`src/hw/cu_defs.svh`:
```
`ifndef CU_DEFS_SVH
`define CU_DEFS_SVH

//////////////////////////////
// Datapath widths
//////////////////////////////

// Host addresses are byte addresses
`define CU_ADDR_BITS 64

// Line counters and array sizes
`define CU_COUNT_BITS 32

// Tag is the line index modulo 256
`define CU_TAG_BITS 8

// One data line as seen on the bus
`define CU_DATA_BITS 64

//////////////////////////////
// Memory layout and buffering
//////////////////////////////

// Address step between consecutive lines
`define CU_LINE_BYTES 128

// Entries in the read data queue
`define CU_FIFO_DEPTH 8

`endif

```
`src/hw/cu_pkg.sv`:
```
`include "cu_defs.svh"

package cu_pkg;

	//////////////////////////////
	// Command kinds
	//////////////////////////////

	typedef enum logic [1:0] {
		CMD_NONE  = 2'd0,
		CMD_READ  = 2'd1,
		CMD_WRITE = 2'd2
	} cmd_kind_e;

	//////////////////////////////
	// Host side records
	//////////////////////////////

	// Work descriptor, sizes in cache lines
	typedef struct packed {
		logic                        valid;
		logic [`CU_ADDR_BITS-1:0]    array_send;
		logic [`CU_ADDR_BITS-1:0]    array_receive;
		logic [`CU_COUNT_BITS-1:0]   size_send;
		logic [`CU_COUNT_BITS-1:0]   size_receive;
	} wed_t;

	typedef struct packed {
		logic                        valid;
		cmd_kind_e                   kind;
		logic [`CU_ADDR_BITS-1:0]    address;
		logic [`CU_TAG_BITS-1:0]     tag;
	} command_t;

	// Completion of one command
	typedef struct packed {
		logic                        valid;
		logic [`CU_TAG_BITS-1:0]     tag;
	} response_t;

	typedef struct packed {
		logic                        valid;
		logic [`CU_TAG_BITS-1:0]     tag;
		logic [`CU_DATA_BITS-1:0]    data;
	} data_line_t;

	// Level from a command buffer, not a strobe
	typedef struct packed {
		logic                        almost_full;
	} buffer_status_t;

endpackage

```
`src/hw/cu_input_stage.sv`:
```
`timescale 1ns/1ps

module cu_input_stage import cu_pkg::*; (
	input  logic        clock,
	input  logic        rstn,
	input  logic        enabled_in,
	input  logic [63:0] cu_configure,
	input  wed_t        wed_request_in,
	input  response_t   read_response_in,
	input  response_t   write_response_in,
	input  data_line_t  read_data_in,
	output logic        enabled,
	output logic        engine_enabled,
	output logic        cu_ready,
	output wed_t        wed,
	output logic [63:0] configure,
	output response_t   read_response,
	output response_t   write_response,
	output data_line_t  read_data
);

	//////////////////////////////
	// Enable
	//////////////////////////////

	always_ff @(posedge clock or negedge rstn) begin
		if (!rstn) begin
			enabled        <= 1'b0;
			engine_enabled <= 1'b0;
		end else begin
			enabled        <= enabled_in;
			// Engines follow the unit enable one cycle later
			engine_enabled <= enabled & cu_ready;
		end
	end

	// Needs a job and a non-zero configuration
	assign cu_ready = (|configure) && wed.valid;

	//////////////////////////////
	// Input registers
	//////////////////////////////

	always_ff @(posedge clock or negedge rstn) begin
		if (!rstn) begin
			wed            <= '0;
			configure      <= '0;
			read_response  <= '0;
			write_response <= '0;
			read_data      <= '0;
		end else if (enabled) begin
			// Descriptor is held once taken
			if (wed_request_in.valid)
				wed <= wed_request_in;
			if (|cu_configure)
				configure <= cu_configure;
			read_response  <= read_response_in;
			write_response <= write_response_in;
			read_data      <= read_data_in;
		end else begin
			// Payload holds, strobes end after one cycle
			read_response.valid  <= 1'b0;
			write_response.valid <= 1'b0;
			read_data.valid      <= 1'b0;
		end
	end

endmodule

```
`src/hw/cu_read_engine.sv`:
```
`timescale 1ns/1ps
`include "cu_defs.svh"

module cu_read_engine import cu_pkg::*; #(
	parameter int FREE_BITS = $clog2(`CU_FIFO_DEPTH + 1)
) (
	input  logic                      clock,
	input  logic                      rstn,
	input  logic                      engine_enabled,
	input  wed_t                      wed,
	input  buffer_status_t            read_buffer_status,
	input  logic [FREE_BITS-1:0]      fifo_free,
	input  response_t                 read_response,
	output command_t                  read_command,
	output logic [`CU_COUNT_BITS-1:0] read_count
);

	logic [`CU_COUNT_BITS-1:0] line_index;
	logic [`CU_COUNT_BITS-1:0] in_flight;
	logic [`CU_TAG_BITS-1:0]   line_tag;
	logic                      issue;

	//////////////////////////////
	// Issue decision
	//////////////////////////////

	assign line_tag = line_index[`CU_TAG_BITS-1:0];

	// Reads sent whose data has not come back yet
	assign in_flight = line_index - read_count;

	// Every outstanding read must find a free queue slot, plus two of margin
	assign issue = engine_enabled && wed.valid
		&& (line_index < wed.size_send)
		&& !read_buffer_status.almost_full
		&& (`CU_COUNT_BITS'(fifo_free) >= in_flight + 2);

	//////////////////////////////
	// Line index
	//////////////////////////////

	always_ff @(posedge clock or negedge rstn) begin
		if (!rstn) begin
			line_index <= '0;
		end else if (issue) begin
			line_index <= line_index + 1'b1;
		end
	end

	//////////////////////////////
	// Command register
	//////////////////////////////

	always_ff @(posedge clock or negedge rstn) begin
		if (!rstn) begin
			read_command <= '0;
		end else begin
			read_command.valid <= issue;
			if (issue) begin
				read_command.kind    <= CMD_READ;
				read_command.address <= wed.array_send
					+ `CU_ADDR_BITS'(line_tag) * `CU_LINE_BYTES;
				read_command.tag     <= line_tag;
			end
		end
	end

	//////////////////////////////
	// Completion count
	//////////////////////////////

	always_ff @(posedge clock or negedge rstn) begin
		if (!rstn) begin
			read_count <= '0;
		end else if (read_response.valid) begin
			read_count <= read_count + 1'b1;
		end
	end

endmodule

```
`src/hw/cu_data_fifo.sv`:
```
`timescale 1ns/1ps
`include "cu_defs.svh"

module cu_data_fifo import cu_pkg::*; #(
	parameter int FREE_BITS = $clog2(`CU_FIFO_DEPTH + 1)
) (
	input  logic                 clock,
	input  logic                 rstn,
	input  data_line_t           push_line,
	input  logic                 pop,
	output data_line_t           head,
	output logic [FREE_BITS-1:0] fifo_free
);

	localparam int PTR_BITS = $clog2(`CU_FIFO_DEPTH);

	data_line_t           entries [`CU_FIFO_DEPTH];
	logic [PTR_BITS-1:0]  wr_ptr;
	logic [PTR_BITS-1:0]  rd_ptr;
	logic [FREE_BITS-1:0] fill;
	logic                 do_push;
	logic                 do_pop;

	assign do_push = push_line.valid && (fill != FREE_BITS'(`CU_FIFO_DEPTH));
	assign do_pop  = pop && (fill != '0);

	//////////////////////////////
	// Storage
	//////////////////////////////

	always_ff @(posedge clock) begin
		if (do_push)
			entries[wr_ptr] <= push_line;
	end

	// Pointers wrap on the power of two depth
	always_ff @(posedge clock or negedge rstn) begin
		if (!rstn) begin
			wr_ptr <= '0;
			rd_ptr <= '0;
			fill   <= '0;
		end else begin
			if (do_push)
				wr_ptr <= wr_ptr + 1'b1;
			if (do_pop)
				rd_ptr <= rd_ptr + 1'b1;
			fill <= fill + FREE_BITS'(do_push) - FREE_BITS'(do_pop);
		end
	end

	//////////////////////////////
	// Head and free space
	//////////////////////////////

	always_comb begin
		head       = entries[rd_ptr];
		head.valid = (fill != '0);
	end

	assign fifo_free = FREE_BITS'(`CU_FIFO_DEPTH) - fill;

endmodule

```
`src/hw/cu_write_engine.sv`:
```
`timescale 1ns/1ps
`include "cu_defs.svh"

module cu_write_engine import cu_pkg::*; (
	input  logic                      clock,
	input  logic                      rstn,
	input  logic                      engine_enabled,
	input  wed_t                      wed,
	input  buffer_status_t            write_buffer_status,
	input  data_line_t                head,
	output logic                      pop,
	input  response_t                 write_response,
	output command_t                  write_command,
	output data_line_t                write_data,
	output logic [`CU_COUNT_BITS-1:0] write_count
);

	logic [`CU_ADDR_BITS-1:0] dest_address;

	//////////////////////////////
	// Pop decision
	//////////////////////////////

	// One line per cycle while the write buffer has room
	assign pop = head.valid && engine_enabled && !write_buffer_status.almost_full;

	// Same line index as the source, in the destination array
	assign dest_address = wed.array_receive
		+ `CU_ADDR_BITS'(head.tag) * `CU_LINE_BYTES;

	//////////////////////////////
	// Command and data registers
	//////////////////////////////

	always_ff @(posedge clock or negedge rstn) begin
		if (!rstn) begin
			write_command <= '0;
		end else begin
			write_command.valid <= pop;
			if (pop) begin
				write_command.kind    <= CMD_WRITE;
				write_command.address <= dest_address;
				write_command.tag     <= head.tag;
			end
		end
	end

	// Data leaves in the same cycle as its command
	always_ff @(posedge clock or negedge rstn) begin
		if (!rstn) begin
			write_data <= '0;
		end else begin
			write_data.valid <= pop;
			if (pop) begin
				write_data.tag  <= head.tag;
				write_data.data <= head.data;
			end
		end
	end

	//////////////////////////////
	// Completion count
	//////////////////////////////

	always_ff @(posedge clock or negedge rstn) begin
		if (!rstn) begin
			write_count <= '0;
		end else if (write_response.valid) begin
			write_count <= write_count + 1'b1;
		end
	end

endmodule

```
`src/hw/cu_output_stage.sv`:
```
`timescale 1ns/1ps
`include "cu_defs.svh"

module cu_output_stage import cu_pkg::*; (
	input  logic                      clock,
	input  logic                      rstn,
	input  logic                      enabled,
	input  logic                      cu_ready,
	input  wed_t                      wed,
	input  logic [`CU_COUNT_BITS-1:0] read_count,
	input  logic [`CU_COUNT_BITS-1:0] write_count,
	input  command_t                  read_command,
	input  command_t                  write_command,
	input  data_line_t                write_data,
	output command_t                  read_command_out,
	output command_t                  write_command_out,
	output data_line_t                write_data_out,
	output logic [63:0]               cu_return,
	output logic                      cu_done,
	output logic                      cu_status
);

	logic        done_next;
	logic [63:0] return_next;

	//////////////////////////////
	// Completion
	//////////////////////////////

	assign done_next = wed.valid
		&& (read_count == wed.size_send)
		&& (write_count == wed.size_receive);

	// Writes in the upper half, reads in the lower
	assign return_next = wed.valid ? {write_count, read_count} : '0;

	//////////////////////////////
	// Output registers
	//////////////////////////////

	always_ff @(posedge clock or negedge rstn) begin
		if (!rstn) begin
			read_command_out  <= '0;
			write_command_out <= '0;
			write_data_out    <= '0;
			cu_return         <= '0;
			cu_done           <= 1'b0;
			cu_status         <= 1'b0;
		end else if (enabled) begin
			read_command_out  <= read_command;
			write_command_out <= write_command;
			write_data_out    <= write_data;
			cu_return         <= return_next;
			cu_done           <= done_next;
			cu_status         <= cu_ready;
		end else begin
			// Values hold while paused and no strobe repeats
			read_command_out.valid  <= 1'b0;
			write_command_out.valid <= 1'b0;
			write_data_out.valid    <= 1'b0;
		end
	end

endmodule

```
`src/hw/cu_control.sv`:
```
`timescale 1ns/1ps
`include "cu_defs.svh"

module cu_control import cu_pkg::*; (
	input  logic           clock,
	input  logic           rstn,
	input  logic           enabled_in,
	input  logic [63:0]    cu_configure,
	input  wed_t           wed_request_in,
	input  response_t      read_response_in,
	input  response_t      write_response_in,
	input  data_line_t     read_data_in,
	input  buffer_status_t read_buffer_status,
	input  buffer_status_t write_buffer_status,
	output command_t       read_command_out,
	output command_t       write_command_out,
	output data_line_t     write_data_out,
	output logic [63:0]    cu_return,
	output logic           cu_done,
	output logic           cu_status
);

	localparam int FREE_BITS = $clog2(`CU_FIFO_DEPTH + 1);

	logic                      enabled;
	logic                      engine_enabled;
	logic                      cu_ready;
	wed_t                      wed;
	response_t                 read_response;
	response_t                 write_response;
	data_line_t                read_data;
	command_t                  read_command;
	command_t                  write_command;
	data_line_t                write_data;
	logic [`CU_COUNT_BITS-1:0] read_count;
	logic [`CU_COUNT_BITS-1:0] write_count;
	logic [FREE_BITS-1:0]      fifo_free;
	data_line_t                fifo_head;
	logic                      fifo_pop;

	//////////////////////////////
	// Input capture
	//////////////////////////////

	cu_input_stage i_input_stage (
		.clock             (clock),
		.rstn              (rstn),
		.enabled_in        (enabled_in),
		.cu_configure      (cu_configure),
		.wed_request_in    (wed_request_in),
		.read_response_in  (read_response_in),
		.write_response_in (write_response_in),
		.read_data_in      (read_data_in),
		.enabled           (enabled),
		.engine_enabled    (engine_enabled),
		.cu_ready          (cu_ready),
		.wed               (wed),
		.configure         (),
		.read_response     (read_response),
		.write_response    (write_response),
		.read_data         (read_data)
	);

	//////////////////////////////
	// Engines and data queue
	//////////////////////////////

	cu_read_engine #(.FREE_BITS(FREE_BITS)) i_read_engine (
		.clock              (clock),
		.rstn               (rstn),
		.engine_enabled     (engine_enabled),
		.wed                (wed),
		.read_buffer_status (read_buffer_status),
		.fifo_free          (fifo_free),
		.read_response      (read_response),
		.read_command       (read_command),
		.read_count         (read_count)
	);

	cu_data_fifo #(.FREE_BITS(FREE_BITS)) i_data_fifo (
		.clock     (clock),
		.rstn      (rstn),
		.push_line (read_data),
		.pop       (fifo_pop),
		.head      (fifo_head),
		.fifo_free (fifo_free)
	);

	cu_write_engine i_write_engine (
		.clock               (clock),
		.rstn                (rstn),
		.engine_enabled      (engine_enabled),
		.wed                 (wed),
		.write_buffer_status (write_buffer_status),
		.head                (fifo_head),
		.pop                 (fifo_pop),
		.write_response      (write_response),
		.write_command       (write_command),
		.write_data          (write_data),
		.write_count         (write_count)
	);

	//////////////////////////////
	// Output stage
	//////////////////////////////

	cu_output_stage i_output_stage (
		.clock             (clock),
		.rstn              (rstn),
		.enabled           (enabled),
		.cu_ready          (cu_ready),
		.wed               (wed),
		.read_count        (read_count),
		.write_count       (write_count),
		.read_command      (read_command),
		.write_command     (write_command),
		.write_data        (write_data),
		.read_command_out  (read_command_out),
		.write_command_out (write_command_out),
		.write_data_out    (write_data_out),
		.cu_return         (cu_return),
		.cu_done           (cu_done),
		.cu_status         (cu_status)
	);

endmodule

```
`config.mk`:
```
export PLATFORM = sky130hd
export DESIGN_NAME = cu_control
export DESIGN_NICKNAME = d
export VERILOG_FILES = /design/src/hw/cu_pkg.sv /design/src/hw/cu_input_stage.sv /design/src/hw/cu_read_engine.sv /design/src/hw/cu_data_fifo.sv /design/src/hw/cu_write_engine.sv /design/src/hw/cu_output_stage.sv /design/src/hw/cu_control.sv
export VERILOG_INCLUDE_DIRS = /design/src /design/src/hw
export SDC_FILE = /design/constraint.sdc
export NUM_CORES = 2
export LEC_CHECK = 0
export BUFFER_PORTS_ARGS = -buffer_cell sky130_fd_sc_hd__clkbuf_2
export CAP_MARGIN = 15
export CORE_MARGIN = 8
export CORE_UTILIZATION = 45
export CTS_CLUSTER_SIZE = 28
export DETAILED_ROUTE_END_ITERATION = 12
export GPL_TIMING_DRIVEN = 0
export PLACE_DENSITY = 0.75
export REMOVE_ABC_BUFFERS = 1
export SYNTH_ARGS = -nofsm -noshare
export SYNTH_HDL_FRONTEND = slang
export SYNTH_SLANG_ARGS = --single-unit
```
`constraint.sdc`:
```
create_clock -name clock -period 20.7 [get_ports clock]
set_input_delay 4.14 -clock clock [delete_from_list [all_inputs] [get_ports clock]]
set_output_delay 4.14 -clock clock [all_outputs]
set_load 0.02 [all_outputs]
```
==> impl_metrics.ini <==
[timing]
setup_repair_after_global_routing_missed_its_margin = false
post-route-min-period_ps = 7200
finalSetupTns_ps = 0
slew_violations = 0
final.setup.worst_slack_ps = 13500
final_min_period_over_clock_period_pct = 34.8
final_hold_viol_count = 0
clock-skew-final_ps = 39.1
fmaxAchievable_ghz = 0.139
timing_worst_slew_pin_value_ps = 1080
setup-violations-final = 0
maxSlewHeadroom_pct = 27.2

[job]
max_cap_violations = 0

[drt]
detailroute.via_count = 38800
antenna_violating_nets_post_route = 0
route.final.wire_length_microns = 163000
drt_first_pass_iters = 7
post_drt_wl_per_cell_microns = 22.9
detail_route.drc_violations = 0
drt-initial-drc-count = 2709
route.detailed.vias_per_inst = 5.46

[final_layout]
layoutNonFillerInstCount = 7096
finish.utilization_pct = 53.7
final_net_count = 5539
fraction_of_final_layout_cells_sized_beyond_drive_strength_1_pct = 32.8
fillCellCount = 11400
syn_to_final_growth_pct = 18.8

[power]
worst_ir_drop_vdd_v = 0.0000927
seq_power_share_pct = 44.0
power_leakage_nw = 31.6
swShare_pct = 30.9
switchingPower_mw = 2.88
p_int_mw = 6.43
power_per_cell_area_nw_per_um2 = 123
totalPowerFinal_mw = 9.31
comb_power_share_pct = 25.0
pwr-share-clk_pct = 31.0

[cts]
cts_hold_repair.buffers = 0
ctsResizeCount = 0
clock_latency_ps = 790
cts_root_buf = clkbuf_16
cts_setup_buffers = 0
clock_sink_count = 1506
tritoncts_clock_tree = done
clk_pin_slew_worst_paths_ps = 70
cts_htree_levels = 4
cts_inserted_buffers = 158
clock_tree.buffer_depth = 3

[placement]
placement.io_buffers = 623
post-place-ws_ps = 12740
gp_routability_congestion = 0.861
dp_hpwl_microns = 116000
dp.cells = 6787

[synth]
synth_area_sq_um = 63800
syn-mean-instance-area_sq_um = 14.5
synth_edf_count = 576
asyncSetResetFlopFracSynth_pct = 61.8
synth.yosys.seq_area_share_pct = 63.6
synth-warning-count = 0
most_common_flop_cell_mapped_by_yosys = dfrtp_1
postSynthCellCount = 4385
post_synth_num_cell_types = 76
ys_seq_elements = 1506

[setup_path]
critical_path.cell_chain = clkbuf_2 -> nor2_1 -> nand3_1 -> nand4bb_1 -> or4_1 -> nor3_1 -> nand4_1 -> nor4_1 -> nand4_1 -> buf_8 -> buf_8 -> nor2_4 -> buf_12 -> buf_12 -> mux2_1
worst_path_largest_cell_delay_ps = 430
crit_family = simple AND/OR/NAND/NOR gates
worst_setup_path_category = in -> reg
required_time_at_the_endpoint_of_the_critical_path_ps = 21350
worst_setup_path_end_kind = flop
timing.critical_path.fanout_max = 26
critPathArrivalTime_ps = 7850
path_buf_inv = 5
critical_path.slowest_cell = or4_1
startpoint_type = input pin

[floorplan]
ios = 642
die_h_microns = 392
fp.coreArea_sq_um = 141000
placement_rows = 138
die_area_sq_um = 154000
initial_utilization_pct = 45.2
die_w_microns = 392

[global_route]
antenna_violations_before_repair = 28
grt-ovfl-total = 0
grt_first_pass_wirelength_microns = 245000
largest_net_degree_at_the_start_of_global_routing = 108
grt_util_all_layers_pct = 20.7
number_of_global_route_vias_before_repair = 40100

[run_status]
run_status = finished clean

[hold_path]
hold_class = reg -> reg
[metrics by stage]
step / area [sq um] / hold slack (ps)
after floorplan: 62900 / 427
after CTS: 75700 / 462
final: 75800 / 457
after global routing: 75700 / 484
after detailed placement: 70400 / 445
after global placement: 68400 / 441
[cell families (layout without fill, tap and decap cells)]
| kind of cell | Yosys count | in the layout | share of synthesized area, % |
|---|---|---|---|
| compound gates | 401 | 401 | 3.73 |
| xor+xnor | 265 | 265 | 3.64 |
| flops | 1506 | 1506 | 63.6 |
| simple gates | 843 | 843 | 6.70 |
| other cells | 1 | 26 | 0.00588 |
| buf+inv | 401 | 1197 | 2.50 |
| fa+ha+maj | 129 | 129 | 2.58 |
| mux | 839 | 839 | 17.2 |
[flip-flops by register name, summed over array words and instances, names as in the netlist, 3 cells and up]
register,flops
i_output_stage.read_command_out,74
i_data_fifo.rd_ptr,3
i_data_fifo.wr_ptr,3
i_read_engine.line_index,32
i_output_stage.write_data_out,72
i_data_fifo.entries,576
i_write_engine.write_data,64
i_input_stage.wed,193
i_output_stage.write_command_out,66
i_input_stage.configure,64
i_write_engine.write_command,74
i_write_engine.write_count,32
i_input_stage.read_data,73
i_read_engine.read_command,74
i_output_stage.cu_return,64
i_data_fifo.fill,4
i_read_engine.read_count,32
[routing by layer]
layer,GRT usage (%),part of all wire [%]
met2,34.0,48
met1,27.2,41
met3,4.58,7.3
met4,7.51,3.4
met5,0,0.038
[worst register-to-register path, cell delays in order, from the launching register on]
cell and delay, ps:
dfrtp_1 490, inv_1 150, ha_1 310, inv_1 40
ha_1 230, fa_1 430, a21oi_1 270, or3_1 230
a21o_1 150, nand3b_1 170, a221o_1 430, mux2_1 390
nor4_1 330, nand4_1 280, buf_8 250, buf_8 170
nor2_4 270, buf_12 250, buf_12 250, mux2_1 370
[layout by cell type, fill, tap and decap left out, types with 52 or more instances in the layout]
cell type and n:
a21oi_1 52, clkbuf_16 162, inv_1 193, clkbuf_2 622, nand3_1 164, mux4_2 144
xor2_1 102, xnor2_1 163, nor2_1 85, nand4_1 56, edfxtp_1 576, dfrtp_1 925
nand2_1 286, mux2i_1 71, mux2_2 550, ha_1 125, o21ai_0 221, mux2_1 73
[path summary, 6_finish.rpt]
kind	from	to	slack [ps]	cells past startpoint
worst max-delay path	read_buffer_status	i_read_engine.read_command[38]	13500	15
worst max register to register	i_read_engine.line_index[1]	i_read_engine.read_command[38]	15100	19
max in group asynchronous	rstn	i_input_stage.configure[40]	14250	7
min in group asynchronous	rstn	i_output_stage.cu_return[41]	3370	1
worst min register to register	i_read_engine.read_command[74]	i_output_stage.read_command_out[74]	460	1
worst min-delay path	i_read_engine.read_command[74]	i_output_stage.read_command_out[74]	460	1
[synthesized netlist by cell type, types with 12 or more instances]
master	count	share of area, %
edfxtp_1	576	27
and2_1	15	0.15
mux4_2	144	5.1
a21oi_1	52	0.41
mux2_1	73	1.3
buf_4	12	0.14
nand4_1	56	0.55
nor4_1	52	0.51
o21ai_0	221	1.7
and3_1	45	0.44
buf_1	26	0.15
nand2_1	287	1.7
mux2i_1	72	1.1
inv_1	193	1.1
clkbuf_1	159	0.94
xor2_1	102	1.4
mux2_2	550	9.7
nor4_2	15	0.29
dfrtp_1	930	36
and4_1	12	0.16
nand3_1	164	1.3
a21o_1	17	0.20
nor2_1	92	0.54
nor3_1	44	0.35
xnor2_1	163	2.2
nand2b_1	19	0.19
ha_1	125	2.5
[power groups by stage]
stage	Clock, mW	Sequential [mW]	Combinational, mW
floorplan	0	4.36	1.33
global placement	0	4.32	2.32
detailed placement	0	4.15	2.35
CTS	2.95	4.10	2.37
global route	3.06	4.17	2.53
finish	2.88	4.10	2.33
[area by class of cell]
| class | instances | area, sq um | share of cell area (%) |
|---|---|---|---|
| multi-input cells | 2479 | 21700 | 28.6 |
| repair buffers | 718 | 4970 | 6.57 |
| inverters | 194 | 728 | 0.961 |
| well taps | 1890 | 2360 | 3.12 |
| clock buffers | 224 | 4530 | 5.97 |
| flip-flops and latches | 1506 | 40600 | 53.6 |
| clock inverters | 61 | 825 | 1.09 |
| diodes | 24 | 60.1 | 0.0793 |
Power figures use the tool's default switching activity.
